[src/common/serial_alu_pkg.sv]
`default_nettype none

package serial_alu_pkg;

    parameter int DEFAULT_DATA_WIDTH = 16;

    // ALU opcode encoding
    typedef enum logic [2:0] {
        op_add  = 3'b000,
        op_sub  = 3'b001,
        op_xor  = 3'b010,
        op_and  = 3'b011,
        op_not  = 3'b100,
        op_or   = 3'b101,
        op_nor  = 3'b110,
        op_nand = 3'b111
    } alu_op_t;

    // Bits needed to number the positions of a data word
    function automatic int index_width(input int data_width);
        return (data_width > 1) ? $clog2(data_width) : 1;
    endfunction

    // Operations that use the carry chain
    function automatic logic is_arith(input alu_op_t op);
        return (op == op_add) || (op == op_sub);
    endfunction

endpackage

`default_nettype wire

[src/common/operand_bit_if.sv]
`default_nettype none

interface operand_bit_if #(
    parameter int data_width = serial_alu_pkg::DEFAULT_DATA_WIDTH
);
    import serial_alu_pkg::*;

    localparam int iw = index_width(data_width);

    logic          valid;
    logic          a_bit;
    logic          b_bit;
    alu_op_t       op;
    logic [iw-1:0] index;  // Bit position counted from the LSB
    logic          last;   // Set with the top bit

    modport source (
        output valid, a_bit, b_bit, op, index, last
    );

    modport sink (
        input valid, a_bit, b_bit, op, index, last
    );

endinterface

`default_nettype wire

[src/common/result_bit_if.sv]
`default_nettype none

interface result_bit_if #(
    parameter int data_width = serial_alu_pkg::DEFAULT_DATA_WIDTH
);
    import serial_alu_pkg::*;

    localparam int iw = index_width(data_width);

    logic          valid;
    logic          r_bit;
    logic [iw-1:0] index;
    logic          last;
    logic          carry;  // Final carry when last is set

    modport source (
        output valid, r_bit, index, last, carry
    );

    modport sink (
        input valid, r_bit, index, last, carry
    );

endinterface

`default_nettype wire

[src/bit_alu_stage.sv]
`default_nettype none

module bit_alu_stage #(
    parameter int data_width = serial_alu_pkg::DEFAULT_DATA_WIDTH
) (
    input  logic          clk,
    input  logic          reset,
    operand_bit_if.sink   ops,
    result_bit_if.source  res
);
    import serial_alu_pkg::*;

    localparam int iw = index_width(data_width);

    logic          carry_q;  // Running carry between bits
    logic          valid_q;
    logic          r_bit_q;
    logic [iw-1:0] index_q;
    logic          last_q;

    logic          cin;
    logic          b_eff;
    logic          sum;
    logic          cout;
    logic          r_next;

    always_comb begin
        // Subtract seeds the first bit with the +1 of two's complement
        cin   = (ops.index == '0) ? (ops.op == op_sub) : carry_q;
        b_eff = ops.b_bit ^ (ops.op == op_sub);
        sum   = ops.a_bit ^ b_eff ^ cin;
        cout  = (ops.a_bit & b_eff) | (ops.a_bit & cin) | (b_eff & cin);

        case (ops.op)
            op_add,
            op_sub:  r_next = sum;
            op_xor:  r_next = ops.a_bit ^ ops.b_bit;
            op_and:  r_next = ops.a_bit & ops.b_bit;
            op_not:  r_next = ~ops.a_bit;
            op_or:   r_next = ops.a_bit | ops.b_bit;
            op_nor:  r_next = ~(ops.a_bit | ops.b_bit);
            op_nand: r_next = ~(ops.a_bit & ops.b_bit);
            default: r_next = 1'b0;
        endcase
    end

    always_ff @(posedge clk) begin
        if (reset) begin
            valid_q <= 1'b0;
            carry_q <= 1'b0;
        end else begin
            valid_q <= ops.valid;
            if (ops.valid)
                carry_q <= is_arith(ops.op) ? cout : 1'b0;  // Logic ops keep it clear
        end
    end

    always_ff @(posedge clk) begin
        if (ops.valid) begin
            r_bit_q <= r_next;
            index_q <= ops.index;
            last_q  <= ops.last;
        end
    end

    assign res.valid = valid_q;
    assign res.r_bit = r_bit_q;
    assign res.index = index_q;
    assign res.last  = last_q;
    assign res.carry = carry_q;

endmodule

`default_nettype wire

[src/operand_serializer.sv]
`default_nettype none

module operand_serializer #(
    parameter int data_width = serial_alu_pkg::DEFAULT_DATA_WIDTH
) (
    input  logic                     clk,
    input  logic                     reset,
    input  logic                     start,
    input  serial_alu_pkg::alu_op_t  op,
    input  logic [data_width-1:0]    a,
    input  logic [data_width-1:0]    b,
    output logic                     busy,
    operand_bit_if.source            ops,
    input  logic                     done_seen
);
    import serial_alu_pkg::*;

    localparam int iw = index_width(data_width);
    localparam logic [iw-1:0] last_index = iw'(data_width - 1);

    logic [data_width-1:0] a_sh;
    logic [data_width-1:0] b_sh;
    alu_op_t               op_q;
    logic [iw-1:0]         count;
    logic                  valid_q;
    logic                  busy_q;
    logic                  accept;

    // Busy drops in the done cycle so a new start can be taken there
    assign busy   = busy_q && !done_seen;
    assign accept = start && !busy;

    always_ff @(posedge clk) begin
        if (reset) begin
            busy_q  <= 1'b0;
            valid_q <= 1'b0;
            count   <= '0;
        end else if (accept) begin
            busy_q  <= 1'b1;
            valid_q <= 1'b1;
            count   <= '0;
        end else begin
            if (done_seen)
                busy_q <= 1'b0;
            if (valid_q) begin
                if (count == last_index)
                    valid_q <= 1'b0;  // Whole word sent
                else
                    count <= count + 1'b1;
            end
        end
    end

    // Operand shift registers send the LSB first
    always_ff @(posedge clk) begin
        if (accept) begin
            a_sh <= a;
            b_sh <= b;
            op_q <= op;
        end else if (valid_q) begin
            a_sh <= a_sh >> 1;
            b_sh <= b_sh >> 1;
        end
    end

    assign ops.valid = valid_q;
    assign ops.a_bit = a_sh[0];
    assign ops.b_bit = b_sh[0];
    assign ops.op    = op_q;
    assign ops.index = count;
    assign ops.last  = (count == last_index);

endmodule

`default_nettype wire

[src/result_collector.sv]
`default_nettype none

module result_collector #(
    parameter int data_width = serial_alu_pkg::DEFAULT_DATA_WIDTH
) (
    input  logic                  clk,
    input  logic                  reset,
    result_bit_if.sink            res,
    output logic                  done,
    output logic [data_width:0]   result
);

    // One-cycle pulse after the top bit lands
    always_ff @(posedge clk) begin
        if (reset)
            done <= 1'b0;
        else
            done <= res.valid && res.last;
    end

    // Bits overwrite the previous word one position at a time
    always_ff @(posedge clk) begin
        if (reset) begin
            result <= '0;
        end else if (res.valid) begin
            result[res.index] <= res.r_bit;
            if (res.last)
                result[data_width] <= res.carry;  // Carry out of the top bit
        end
    end

endmodule

`default_nettype wire

[src/serial_alu_top.sv]
`default_nettype none

module serial_alu_top #(
    parameter int data_width = serial_alu_pkg::DEFAULT_DATA_WIDTH
) (
    input  logic                     clk,
    input  logic                     reset,
    input  logic                     start,
    input  serial_alu_pkg::alu_op_t  op,
    input  logic [data_width-1:0]    a,
    input  logic [data_width-1:0]    b,
    output logic                     busy,
    output logic                     done,
    output logic [data_width:0]      result
);

    operand_bit_if #(.data_width(data_width)) ops ();
    result_bit_if  #(.data_width(data_width)) res ();

    operand_serializer #(.data_width(data_width)) operand_serializer_i (
        .clk       (clk),
        .reset     (reset),
        .start     (start),
        .op        (op),
        .a         (a),
        .b         (b),
        .busy      (busy),
        .ops       (ops.source),
        .done_seen (done)
    );

    bit_alu_stage #(.data_width(data_width)) bit_alu_stage_i (
        .clk   (clk),
        .reset (reset),
        .ops   (ops.sink),
        .res   (res.source)
    );

    result_collector #(.data_width(data_width)) result_collector_i (
        .clk    (clk),
        .reset  (reset),
        .res    (res.sink),
        .done   (done),
        .result (result)
    );

endmodule

`default_nettype wire

[config.mk]
export PLATFORM = sky130hd
export DESIGN_NAME = serial_alu_top
export DESIGN_NICKNAME = d
export VERILOG_FILES = /design/src/common/serial_alu_pkg.sv /design/src/common/operand_bit_if.sv /design/src/common/result_bit_if.sv /design/src/bit_alu_stage.sv /design/src/operand_serializer.sv /design/src/result_collector.sv /design/src/serial_alu_top.sv
export SDC_FILE = /design/constraint.sdc
export NUM_CORES = 1
export LEC_CHECK = 0
export BUFFER_PORTS_ARGS = -buffer_cell sky130_fd_sc_hd__buf_2
export CORE_ASPECT_RATIO = 0.75
export CORE_MARGIN = 5
export CORE_UTILIZATION = 40
export CTS_BUF_LIST = sky130_fd_sc_hd__clkbuf_4 sky130_fd_sc_hd__clkbuf_8
export CTS_CLUSTER_DIAMETER = 30
export CTS_CLUSTER_SIZE = 10
export DETAILED_ROUTE_END_ITERATION = 12
export SLEW_MARGIN = 10
export SYNTH_ARGS = -nofsm -noshare
export SYNTH_HDL_FRONTEND = slang
export SYNTH_SLANG_ARGS = --single-unit
[constraint.sdc]
create_clock -name clk -period 2.1 [get_ports clk]
set_input_delay 0.315 -clock clk [delete_from_list [all_inputs] [get_ports clk]]
set_output_delay 0.315 -clock clk [all_outputs]
set_load 0.05 [all_outputs]
=== Yosys cells after proc, flatten, opt, wreduce, memory -nomap -nowiden ===
Index checks and enable logic that the tools add are counted.

* Bits in registers: 67
* Latch bits: 0
* RAM bits: 0
* Memory bits (read-only): 0
* Input port bits: 38
* Output and inout bits: 19
* Logic and storage cells: 69
* Memories kept: 0

* Add/sub/neg operators: 1
* $mul: 0
* Divide/modulo/power cells: 0
* Order comparisons: 2
* Equality and inequality tests: 8
* Shifts and indexed selects: 0
* Multiplexer cells: 16
* Bitwise operators: 15
* Reduce and logical (&&, ||, !) cells: 14

{| class="wikitable"
|+ Operator list
! kind !! count
|-
| two-way mux 16 bit || 4
|-
| bitwise mux 17 bit || 1
|-
| == test 3 bit, second input constant || 4
|-
| two-way mux 1 bit || 9
|-
| case mux 1 bit (7 select lines) || 1
|-
| == test 3 x 2 -> 1 bit, second input constant || 2
|-
| less-than comparator 4 x 6 -> 1 bit, second input constant || 1
|-
| adder 4 x 1 -> 4 bit, second input constant || 1
|-
| AND 1 bit || 4
|-
| demux 1 bit (select 4 bit) || 1
|-
| == test 4 bit, second input constant || 1
|-
| >= comparator 4 x 1 -> 1 bit, second input constant || 1
|-
| logical AND 1 bit || 4
|-
| zero test 4 bit || 1
|-
| NOT 1 bit || 4
|-
| nonzero test 2 bit || 2
|-
| OR reduction 2 bit || 2
|-
| bitwise XOR 1 bit || 4
|-
| == test 3 x 1 -> 1 bit, second input constant || 1
|-
| zero test 3 bit || 1
|-
| OR 1 bit || 3
|-
| zero test 1 bit || 2
|-
| AND reduction 2 bit || 1
|-
| logical OR 1 bit || 1
|}

=== Depth between registers and ports, before layout ===
Gate-level depths: netlist (run 1).

* Depth after elaboration: 6
* Mapped depth: 9
* Gate-level depth less buffers: 9

=== Modules after synthesis ===
A second synthesis (run 1) with hierarchy kept.

* Cells, all modules: 215
* Area total of the unflattened synthesis: 3061.7 um^2

{| class="wikitable"
|+ Modules (own cells, without submodules)
! module !! times used !! cells an instance !! area an instance (um^2) !! sequential area each (um^2)
|-
| operand_serializer || 1 || 104 || 1829.3 || 1171.1
|-
| result_collector || 1 || 84 || 840.8 || 360.3
|-
| bit_alu_stage || 1 || 27 || 391.6 || 220.2
|}

=== Worst setup path after synthesis (run 1) ===
No wires, ideal clock.

* Path type: flip-flop to flip-flop
* Start point: register result_collector_i.done
* End point: register operand_serializer_i.a_sh[0] (enable)
* Setup time: 0.389 ns
* Data arrival time: 1.994 ns
* Required time: 1.711 ns
* Slack: -0.283 ns
* Stages on the path, launching flop included: 6
* Path buffers: 2
* Clock period less this slack: 2.383 ns
* Cells stage by stage: dfxtp_1 -> nor2b_4 -> nand2b_4 -> buf_6 -> buf_6 -> nand2_1

* Word-level cells in the longest chain between the ends: 5

{| class="wikitable"
|+ RTL lines
! what !! line !! text
|-
| from (decl) || result_collector.sv:9 || <nowiki>output logic done,</nowiki>
|-
| from (signal assigned) || result_collector.sv:18 || <nowiki>done <= res.valid && res.last;</nowiki>
|-
| zero test 1 bit || operand_serializer.sv:30 || <nowiki>assign busy = busy_q && !done_seen;</nowiki>
|-
| logical AND 1 bit || operand_serializer.sv:30 ||
|-
| via busy || serial_alu_top.sv:12 || <nowiki>output logic busy,</nowiki>
|-
| zero test 1 bit || operand_serializer.sv:31 || <nowiki>assign accept = start && !busy;</nowiki>
|-
| logical AND 1 bit || operand_serializer.sv:31 ||
|-
| nonzero test 2 bit (no line) || - ||
|-
| to (signal assigned) || operand_serializer.sv:61 || <nowiki>a_sh <= a_sh >> 1;</nowiki>
|-
| to (decl) || operand_serializer.sv:21 || <nowiki>logic [data_width-1:0] a_sh;</nowiki>
|}

The timed path passes the listed nets, and every way through them passes these cells.
A chain may end at the register's enable or synchronous reset.

=== Worst setup path after layout (run 1) ===
* Start point: register operand_serializer_i.count[0] (netlist: operand_serializer_i.ops.index[0])
* End point: register bit_alu_stage_i.r_bit_q (netlist: bit_alu_stage_i.res.r_bit), data pin

* Word-level cells in the longest chain between the ends: 4

{| class="wikitable"
|+ RTL lines
! what !! line !! text
|-
| from (decl) || operand_serializer.sv:24 || <nowiki>logic [iw-1:0] count;</nowiki>
|-
| from (signal assigned) || operand_serializer.sv:49 || <nowiki>count <= count + 1'b1;</nowiki>
|-
| zero test 4 bit || bit_alu_stage.sv:29 || <nowiki>cin = (ops.index == '0) ? (ops.op == op_sub) : carry_q;</nowiki>
|-
| two-way mux 1 bit || bit_alu_stage.sv:29 ||
|-
| bitwise XOR 1 bit || bit_alu_stage.sv:31 || <nowiki>sum = ops.a_bit ^ b_eff ^ cin;</nowiki>
|-
| case mux 1 bit (7 select lines) || bit_alu_stage.sv:34 || <nowiki>case (ops.op)</nowiki>
|-
| via bit_alu_stage_i.r_next || bit_alu_stage.sv:25 || <nowiki>logic r_next;</nowiki>
|-
| to (signal assigned) || bit_alu_stage.sv:60 || <nowiki>r_bit_q <= r_next;</nowiki>
|-
| to (decl) || bit_alu_stage.sv:17 || <nowiki>logic r_bit_q;</nowiki>
|}

The timed path passes the listed nets, and every way through them passes these cells.

==> results of run 1 <==
==> where the power goes <==
group          leakage [uW]  switching [uW]  internal, uW
logic              0.000920             154           192
registers          0.000613            46.8          1520
clock network     0.0000954             470           479
total               0.00163             670          2190
==> cell usage after synthesis (2+ instances only) <==
library cell / number / area (um^2)
a2111oi_2: 2 / 30.0
a211oi_1: 2 / 15.0
a21oi_1: 6 / 30.0
and2_1: 2 / 12.5
buf_2: 4 / 20.0
buf_6: 4 / 45.0
dfxtp_1: 26 / 521
edfxtp_1: 41 / 1230
ha_1: 4 / 50.1
inv_1: 7 / 26.3
mux2_2: 4 / 45.0
mux2_4: 27 / 405
mux2i_1: 18 / 180
nand2_1: 31 / 116
nand3_1: 10 / 50.1
nand4_1: 3 / 18.8
nor2_1: 10 / 37.5
nor2b_1: 4 / 25.0
nor3_1: 2 / 10.0
==> layout by cell type (no fill, tap or decap), drive strengths merged, types with 2 or more instances in the layout <==
cell	netlist	final
edfxtp	41	41
mux2	31	31
nor3	2	2
mux2i	18	18
nand4	3	3
buf	8	62
dfxtp	26	26
a21oi	6	6
nand3	10	10
a2111oi	2	2
inv	8	9
clkbuf	1	13
clkinv	0	2
a211oi	2	2
and2	2	2
nor2b	5	5
ha	4	4
nor2	10	10
nand2	31	31
==> stage by stage <==
step / TNS, ns / hold slack, ns / area, um^2 / instances
5_1_grt: -0.0873 / 0.128 / 3590 / 392
3_3_place_gp: 0 / 0.441 / 3420 / 376
6_report: 0 / 0.150 / 3590 / 392
4_1_cts: -0.00477 / 0.134 / 3590 / 392
2_1_floorplan: 0 / 0.414 / 3010 / 222
3_5_place_dp: 0 / 0.450 / 3420 / 376
==> logic make-up after synthesis <==
family	share of synthesized area
muxes	0.210
xor gates and xnor gates	0.00583
DFF	0.583
and+or+nand+nor	0.112
buffers and inverters	0.0333
AOI/OAI and AO/OA	0.0325
adders and majority gates	0.0233
==> flip-flops by register name, summed over array words and instances, names as in the netlist <==
register and count:
operand_serializer_i.ops.index 4, operand_serializer_i.ops.op 3, result_collector_i.done 1, bit_alu_stage_i.res.valid 1
operand_serializer_i.b_sh 16, bit_alu_stage_i.res.last 1, result_collector_i.result 17, operand_serializer_i.a_sh 16
bit_alu_stage_i.res.r_bit 1, bit_alu_stage_i.res.index 4, bit_alu_stage_i.res.carry 1, operand_serializer_i.busy_q 1
operand_serializer_i.ops.valid 1
==> final cells by class <==
type	count	area [um^2]	share of cell area
Clock buffer	13	154	0.0428
Clock inverter	3	16.3	0.00453
Inverter	8	30.0	0.00836
Multi-Input combinational cell	138	1160	0.324
Sequential cell	67	1750	0.488
Tap cell	101	126	0.0352
Timing Repair Buffer	62	350	0.0975
==> metal layers <==
| layer | wire length [um] | vias to the layer above | global-route usage | part of all wire |
|---|---|---|---|---|
| met4 | 57 | 0 | 0.0436 | 0.010 |
| li1 | - | 925 | - | - |
| met3 | 377 | 7 | 0.0570 | 0.068 |
| met2 | 2340 | 37 | 0.172 | 0.43 |
| met5 | 0 | - | 0 | 0 |
| met1 | 2730 | 888 | 0.175 | 0.50 |
==> repair_timing <==
action                     4_1_cts  5_1_grt
hold buffers                     0        0
setup endpoints to repair        1        1
pin swaps                        0        0
gates resized for setup          0        1
==> final timing paths <==
path / from / endpoint / cells past startpoint
min: op[1] / operand_serializer_i.ops.op[1] / 1
max reg2reg: operand_serializer_i.ops.index[0] / bit_alu_stage_i.res.r_bit / 8
min reg2reg: result_collector_i.result[14] / result_collector_i.result[14] / 2
max: operand_serializer_i.ops.index[0] / bit_alu_stage_i.res.r_bit / 8
==> impl_metrics.json, run 1 <==
{
  "maxCapViolations": 0,
  "area_growth_pct": 19.5,
  "start_kind": "register",
  "crit_family": "adder cells",
  "rsz0062_at_grt": "yes",
  "die_area_um2": 9360,
  "irDropWorstVdd_v": 0.000340,
  "hp-class": "primary input to register",
  "seq_area_frac_synth": 0.583,
  "postLayoutCoreUtil": 0.490,
  "r2r_setup_slack_ns": 0.04,
  "cpPeakStageDelay_ns": 0.48,
  "first_iter_violations": 95,
  "finalNetCount": 329,
  "max-slew-margin-rel": 0.656,
  "die-width_um": 110,
  "gr-total-overflow": 0,
  "avgSynthCellArea_um2": 13.5,
  "clk_pin_slew_ns": 0.07,
  "clock_skew_ns": 0.0101,
  "crit_buf_inv": 1,
  "drt_pass1_iterations": 4,
  "die_h_um": 85.1,
  "status": "finished clean",
  "cp.required_ns": 2.18,
  "worst_pin_slew_ns": 0.515,
  "end_kind": "register",
  "cts_root_buffer": "clkbuf_8",
  "power.static_leakage_uw": 0.00163,
  "cp_slowest_cell": "fa_1",
  "cellPowerDensity_nw_per_um2": 797,
  "ys_warn_count": 0,
  "viasPerCell": 4.74,
  "portBuffers": 56,
  "core_area_um2": 7330,
  "period_minus_slack_ns": 2.06,
  "async_flop_share": 0,
  "dp_slack_ns": 0.000430,
  "power_uw": 2860,
  "num_io_pins": 57,
  "ys_types": 34,
  "antenna_cells": 0,
  "wl_per_cell_um": 14.1,
  "syn_nets": 265,
  "setup_viol": 0,
  "row_count": 27,
  "fin_crit_sh": 0.983,
  "syn_area_um2": 3010,
  "numCtsBuffers": 9,
  "crit_chain": "inv_1, ha_1, or3b_4, o21a_1, fa_1, nor2_1, a211oi_2, a21oi_1",
  "fill_cells": 672,
  "fmax_mhz": 484,
  "ys.flop_type": "edfxtp_1",
  "synth_cells": 222,
  "htree_levels": 3,
  "place_hpwl_um": 3750,
  "grt_max_degree": 33,
  "maxSlewViolCount": 0,
  "drive_above_1_share": 0.402,
  "setup_ws_ns": 0.0354,
  "critical_path_arrival_ns": 2.15,
  "drc": 0,
  "synth-edff-count": 41,
  "cts_tree": "yes",
  "grt_usage": 0.126,
  "grt_pass1_vias": 1814,
  "initial_core_util": 0.410,
  "clkLatencyLatePin_ns": 0.34,
  "grt_pass1_wl_um": 8900,
  "antenna_found_initial": 0,
  "crit_type": "register to register",
  "clock-sinks": 67,
  "post_cts_buffers": 0,
  "ys_ff_latch": 67,
  "hold_violations": 0,
  "wl_um": 5510,
  "place.gp.congestion": 0.721,
  "clock_path_buffers": 2,
  "ant_nets": 0,
  "dr_total_vias": 1857,
  "worstPathMaxFanout": 2
}
Power figures use the tool's default switching activity.
==> inputs of run 2 (changes only) <==
Settings changed: ABC_AREA set to 1, CORE_MARGIN 5 to not set, SETUP_SLACK_MARGIN set to 0.02.
==> run 2 against run 1 <==
Total power fell by 0.47%. Synthesized cell count rose by 50%. Clock skew rose by 0.0040 ns. Count of clock-buffer cells in the layout fell by 4. Fmax rose by 13%. Flip-flop and latch count did not move. Via count rose by 22%. Sequential share of layout area rose by 1.7 points. Sequential power barely moved. Global-route usage rose by 4.1 points. Worst hold slack improved by 0.0026 ns. Critical endpoint unchanged.
==> impl_metrics.json, run 2 <==
{
  "async_flop_share": 0,
  "grt_pass1_wl_um": 9870,
  "cts_resized": 0,
  "setup_viol": 0,
  "grt_max_degree": 34,
  "first_iter_violations": 112,
  "end_kind": "register",
  "place_hpwl_um": 3900,
  "combPwrFrac": 0.109,
  "avgSynthCellArea_um2": 8.78,
  "cellPowerDensity_nw_per_um2": 820,
  "numCtsBuffers": 9,
  "ant_nets": 0,
  "num_io_pins": 57,
  "crit_type": "register to register",
  "cts_tree": "yes",
  "row_count": 26,
  "maxCapViolations": 0,
  "syn_area_um2": 2920,
  "place.gp.congestion": 0.821,
  "irDropWorstVdd_v": 0.000335,
  "finalNetCount": 434,
  "antenna_cells": 0,
  "grt_pass1_vias": 2130,
  "hp-class": "primary input to register",
  "clock-sinks": 67,
  "fin_crit_sh": 0.867,
  "reg_top3": "result_collector_i.result: 17 flops, operand_serializer_i.a_sh: 16 flops, operand_serializer_i.b_sh: 16 flops",
  "wl_um": 5690,
  "start_kind": "register",
  "post_cts_buffers": 0,
  "regMostFlops": "result_collector_i.result",
  "largest_reg_flops": 17,
  "die_area_um2": 7640,
  "core_area_um2": 6930,
  "switchingPower_uw": 777,
  "yosysTopAreaCell": "edfxtp_1",
  "period_minus_slack_ns": 1.82,
  "drc": 0,
  "die-width_um": 101,
  "critical_path_arrival_ns": 2.04,
  "final_cell_mix": "nand2_1 (126), buf_2 (56), edfxtp_1 (41)",
  "synth_area_leaders": "edfxtp_1 (42%), dfxtp_1 (18%), nand2_1 (16%)",
  "max-slew-margin-rel": 0.617,
  "p_clk_frac": 0.335,
  "drt_pass1_iterations": 4,
  "ys_ff_latch": 67,
  "clkLatencyLatePin_ns": 0.35,
  "clock_skew_ns": 0.0141,
  "initial_core_util": 0.421,
  "mostFrequentLayoutCell": "nand2_1",
  "dr_total_vias": 2267,
  "worstPathMaxFanout": 6,
  "synth_top_area_share": 0.422,
  "whs_path_depth": 1,
  "cts_root_buffer": "clkbuf_8",
  "rsz0062_at_grt": "no",
  "worstRegToRegCells": 9,
  "postLayoutCoreUtil": 0.501,
  "ys_types": 21,
  "synthTopCellsByCount": "nand2_1 (127), edfxtp_1 (41), nor2_1 (32)",
  "worst_hold_slack_ns": 0.153,
  "power.static_leakage_uw": 0.00159,
  "power_frac_seq": 0.556,
  "cp.required_ns": 2.32,
  "antenna_found_initial": 0,
  "area_growth_pct": 19.1,
  "wl_per_cell_um": 11.5,
  "p_sw_frac": 0.273,
  "worst_pin_slew_ns": 0.575,
  "stdcell_area_um2": 3470,
  "viasPerCell": 4.59,
  "fill_cells": 651,
  "die_h_um": 76.0,
  "syn_nets": 375,
  "portBuffers": 56,
  "clock_path_buffers": 2,
  "p_int_uw": 2070,
  "drive_above_1_share": 0.207,
  "synth-edff-count": 41,
  "fmax_mhz": 549,
  "status": "finished clean",
  "post-synth-top-count-cell": "nand2_1",
  "dpl_cell_area_um2": 3290,
  "grt_usage": 0.167,
  "ys.flop_type": "edfxtp_1",
  "maxSlewViolCount": 0,
  "postCtsHoldBufs": 0,
  "power_uw": 2850,
  "htree_levels": 3,
  "gr-total-overflow": 0,
  "ys_warn_count": 0,
  "synth_cells": 332,
  "seq_area_frac_synth": 0.601,
  "hold_violations": 0,
  "clk_pin_slew_ns": 0.07,
  "tns_ns": 0
}
run 2: cell types whose count changed in the layout (fill, tap and decap cells not counted), moves of 3 or more:
cell        change
mux2i_1        -18
nor2_1         +22
clkinvlp_4      +5
nand2_1        +96
clkbuf_4        -4
mux2_2          -4
inv_1          +20
nand2_2         +3
nor2b_1         -4
mux2_4         -27
o21ai_0        +12
nor3_1         +12
a21oi_1         +7
run 2: worst paths after layout:
path                                                   startpoint                        endpoint  slack, ns
worst min-delay path                                        op[1]  operand_serializer_i.ops.op[1]       0.15
worst max-delay path            operand_serializer_i.ops.index[0]       bit_alu_stage_i.res.r_bit       0.28
worst max register to register  operand_serializer_i.ops.index[0]       bit_alu_stage_i.res.r_bit       0.28
worst min register to register      result_collector_i.result[15]   result_collector_i.result[15]       0.46
run 2: power by group through the flow:
| stage | sequential (uW) | combinational (uW) | clock (uW) |
|---|---|---|---|
| 2_1_floorplan | 1610 | 215 | 0 |
| 3_3_place_gp | 1610 | 309 | 0 |
| 3_5_place_dp | 1610 | 313 | 0 |
| 4_1_cts | 1590 | 315 | 984 |
| 5_1_grt | 1600 | 360 | 1040 |
| 6_report | 1580 | 309 | 955 |
run 2: per-layer routing:
metal | GRT usage | share of wire | wire (um)
met5 | 0 | 0 | 0
met4 | 0.0478 | 0.010 | 57
met3 | 0.0627 | 0.047 | 266
met2 | 0.248 | 0.42 | 2410
met1 | 0.228 | 0.52 | 2960
run 2: logic make-up after synthesis:
logic type,share of synthesized area
simple gates,0.270
fa+ha+maj,0.0240
buf+inv,0.0575
compound gates,0.0446
xor+xnor,0.00300
flops,0.601
run 2: cell type report:
class                   count  area, um^2  share of cell area
inverters                  28         105              0.0303
well taps                  98         123              0.0353
repair buffers             59         315              0.0908
clock inverters             7        55.1              0.0159
flip-flops and latches     67        1750               0.504
multi-input cells         226        1000               0.288
clock buffers               9         124              0.0357
run 2: critical path: stages (launching register included):
cell     delay [ns]
dfxtp_1        0.42
inv_1          0.09
ha_1           0.20
nand2_1        0.11
nor3_1         0.05
a21oi_1        0.15
fa_1           0.42
o21ai_0        0.16
inv_1          0.05
nand2_1        0.05
run 2: through the flow:
stage               worst slack (ns)  instances
CTS                            0.295        494
detailed placement             0.309        478
floorplan                      0.211        332
global route                  0.0702        494
global placement               0.363        478
finish                         0.278        494
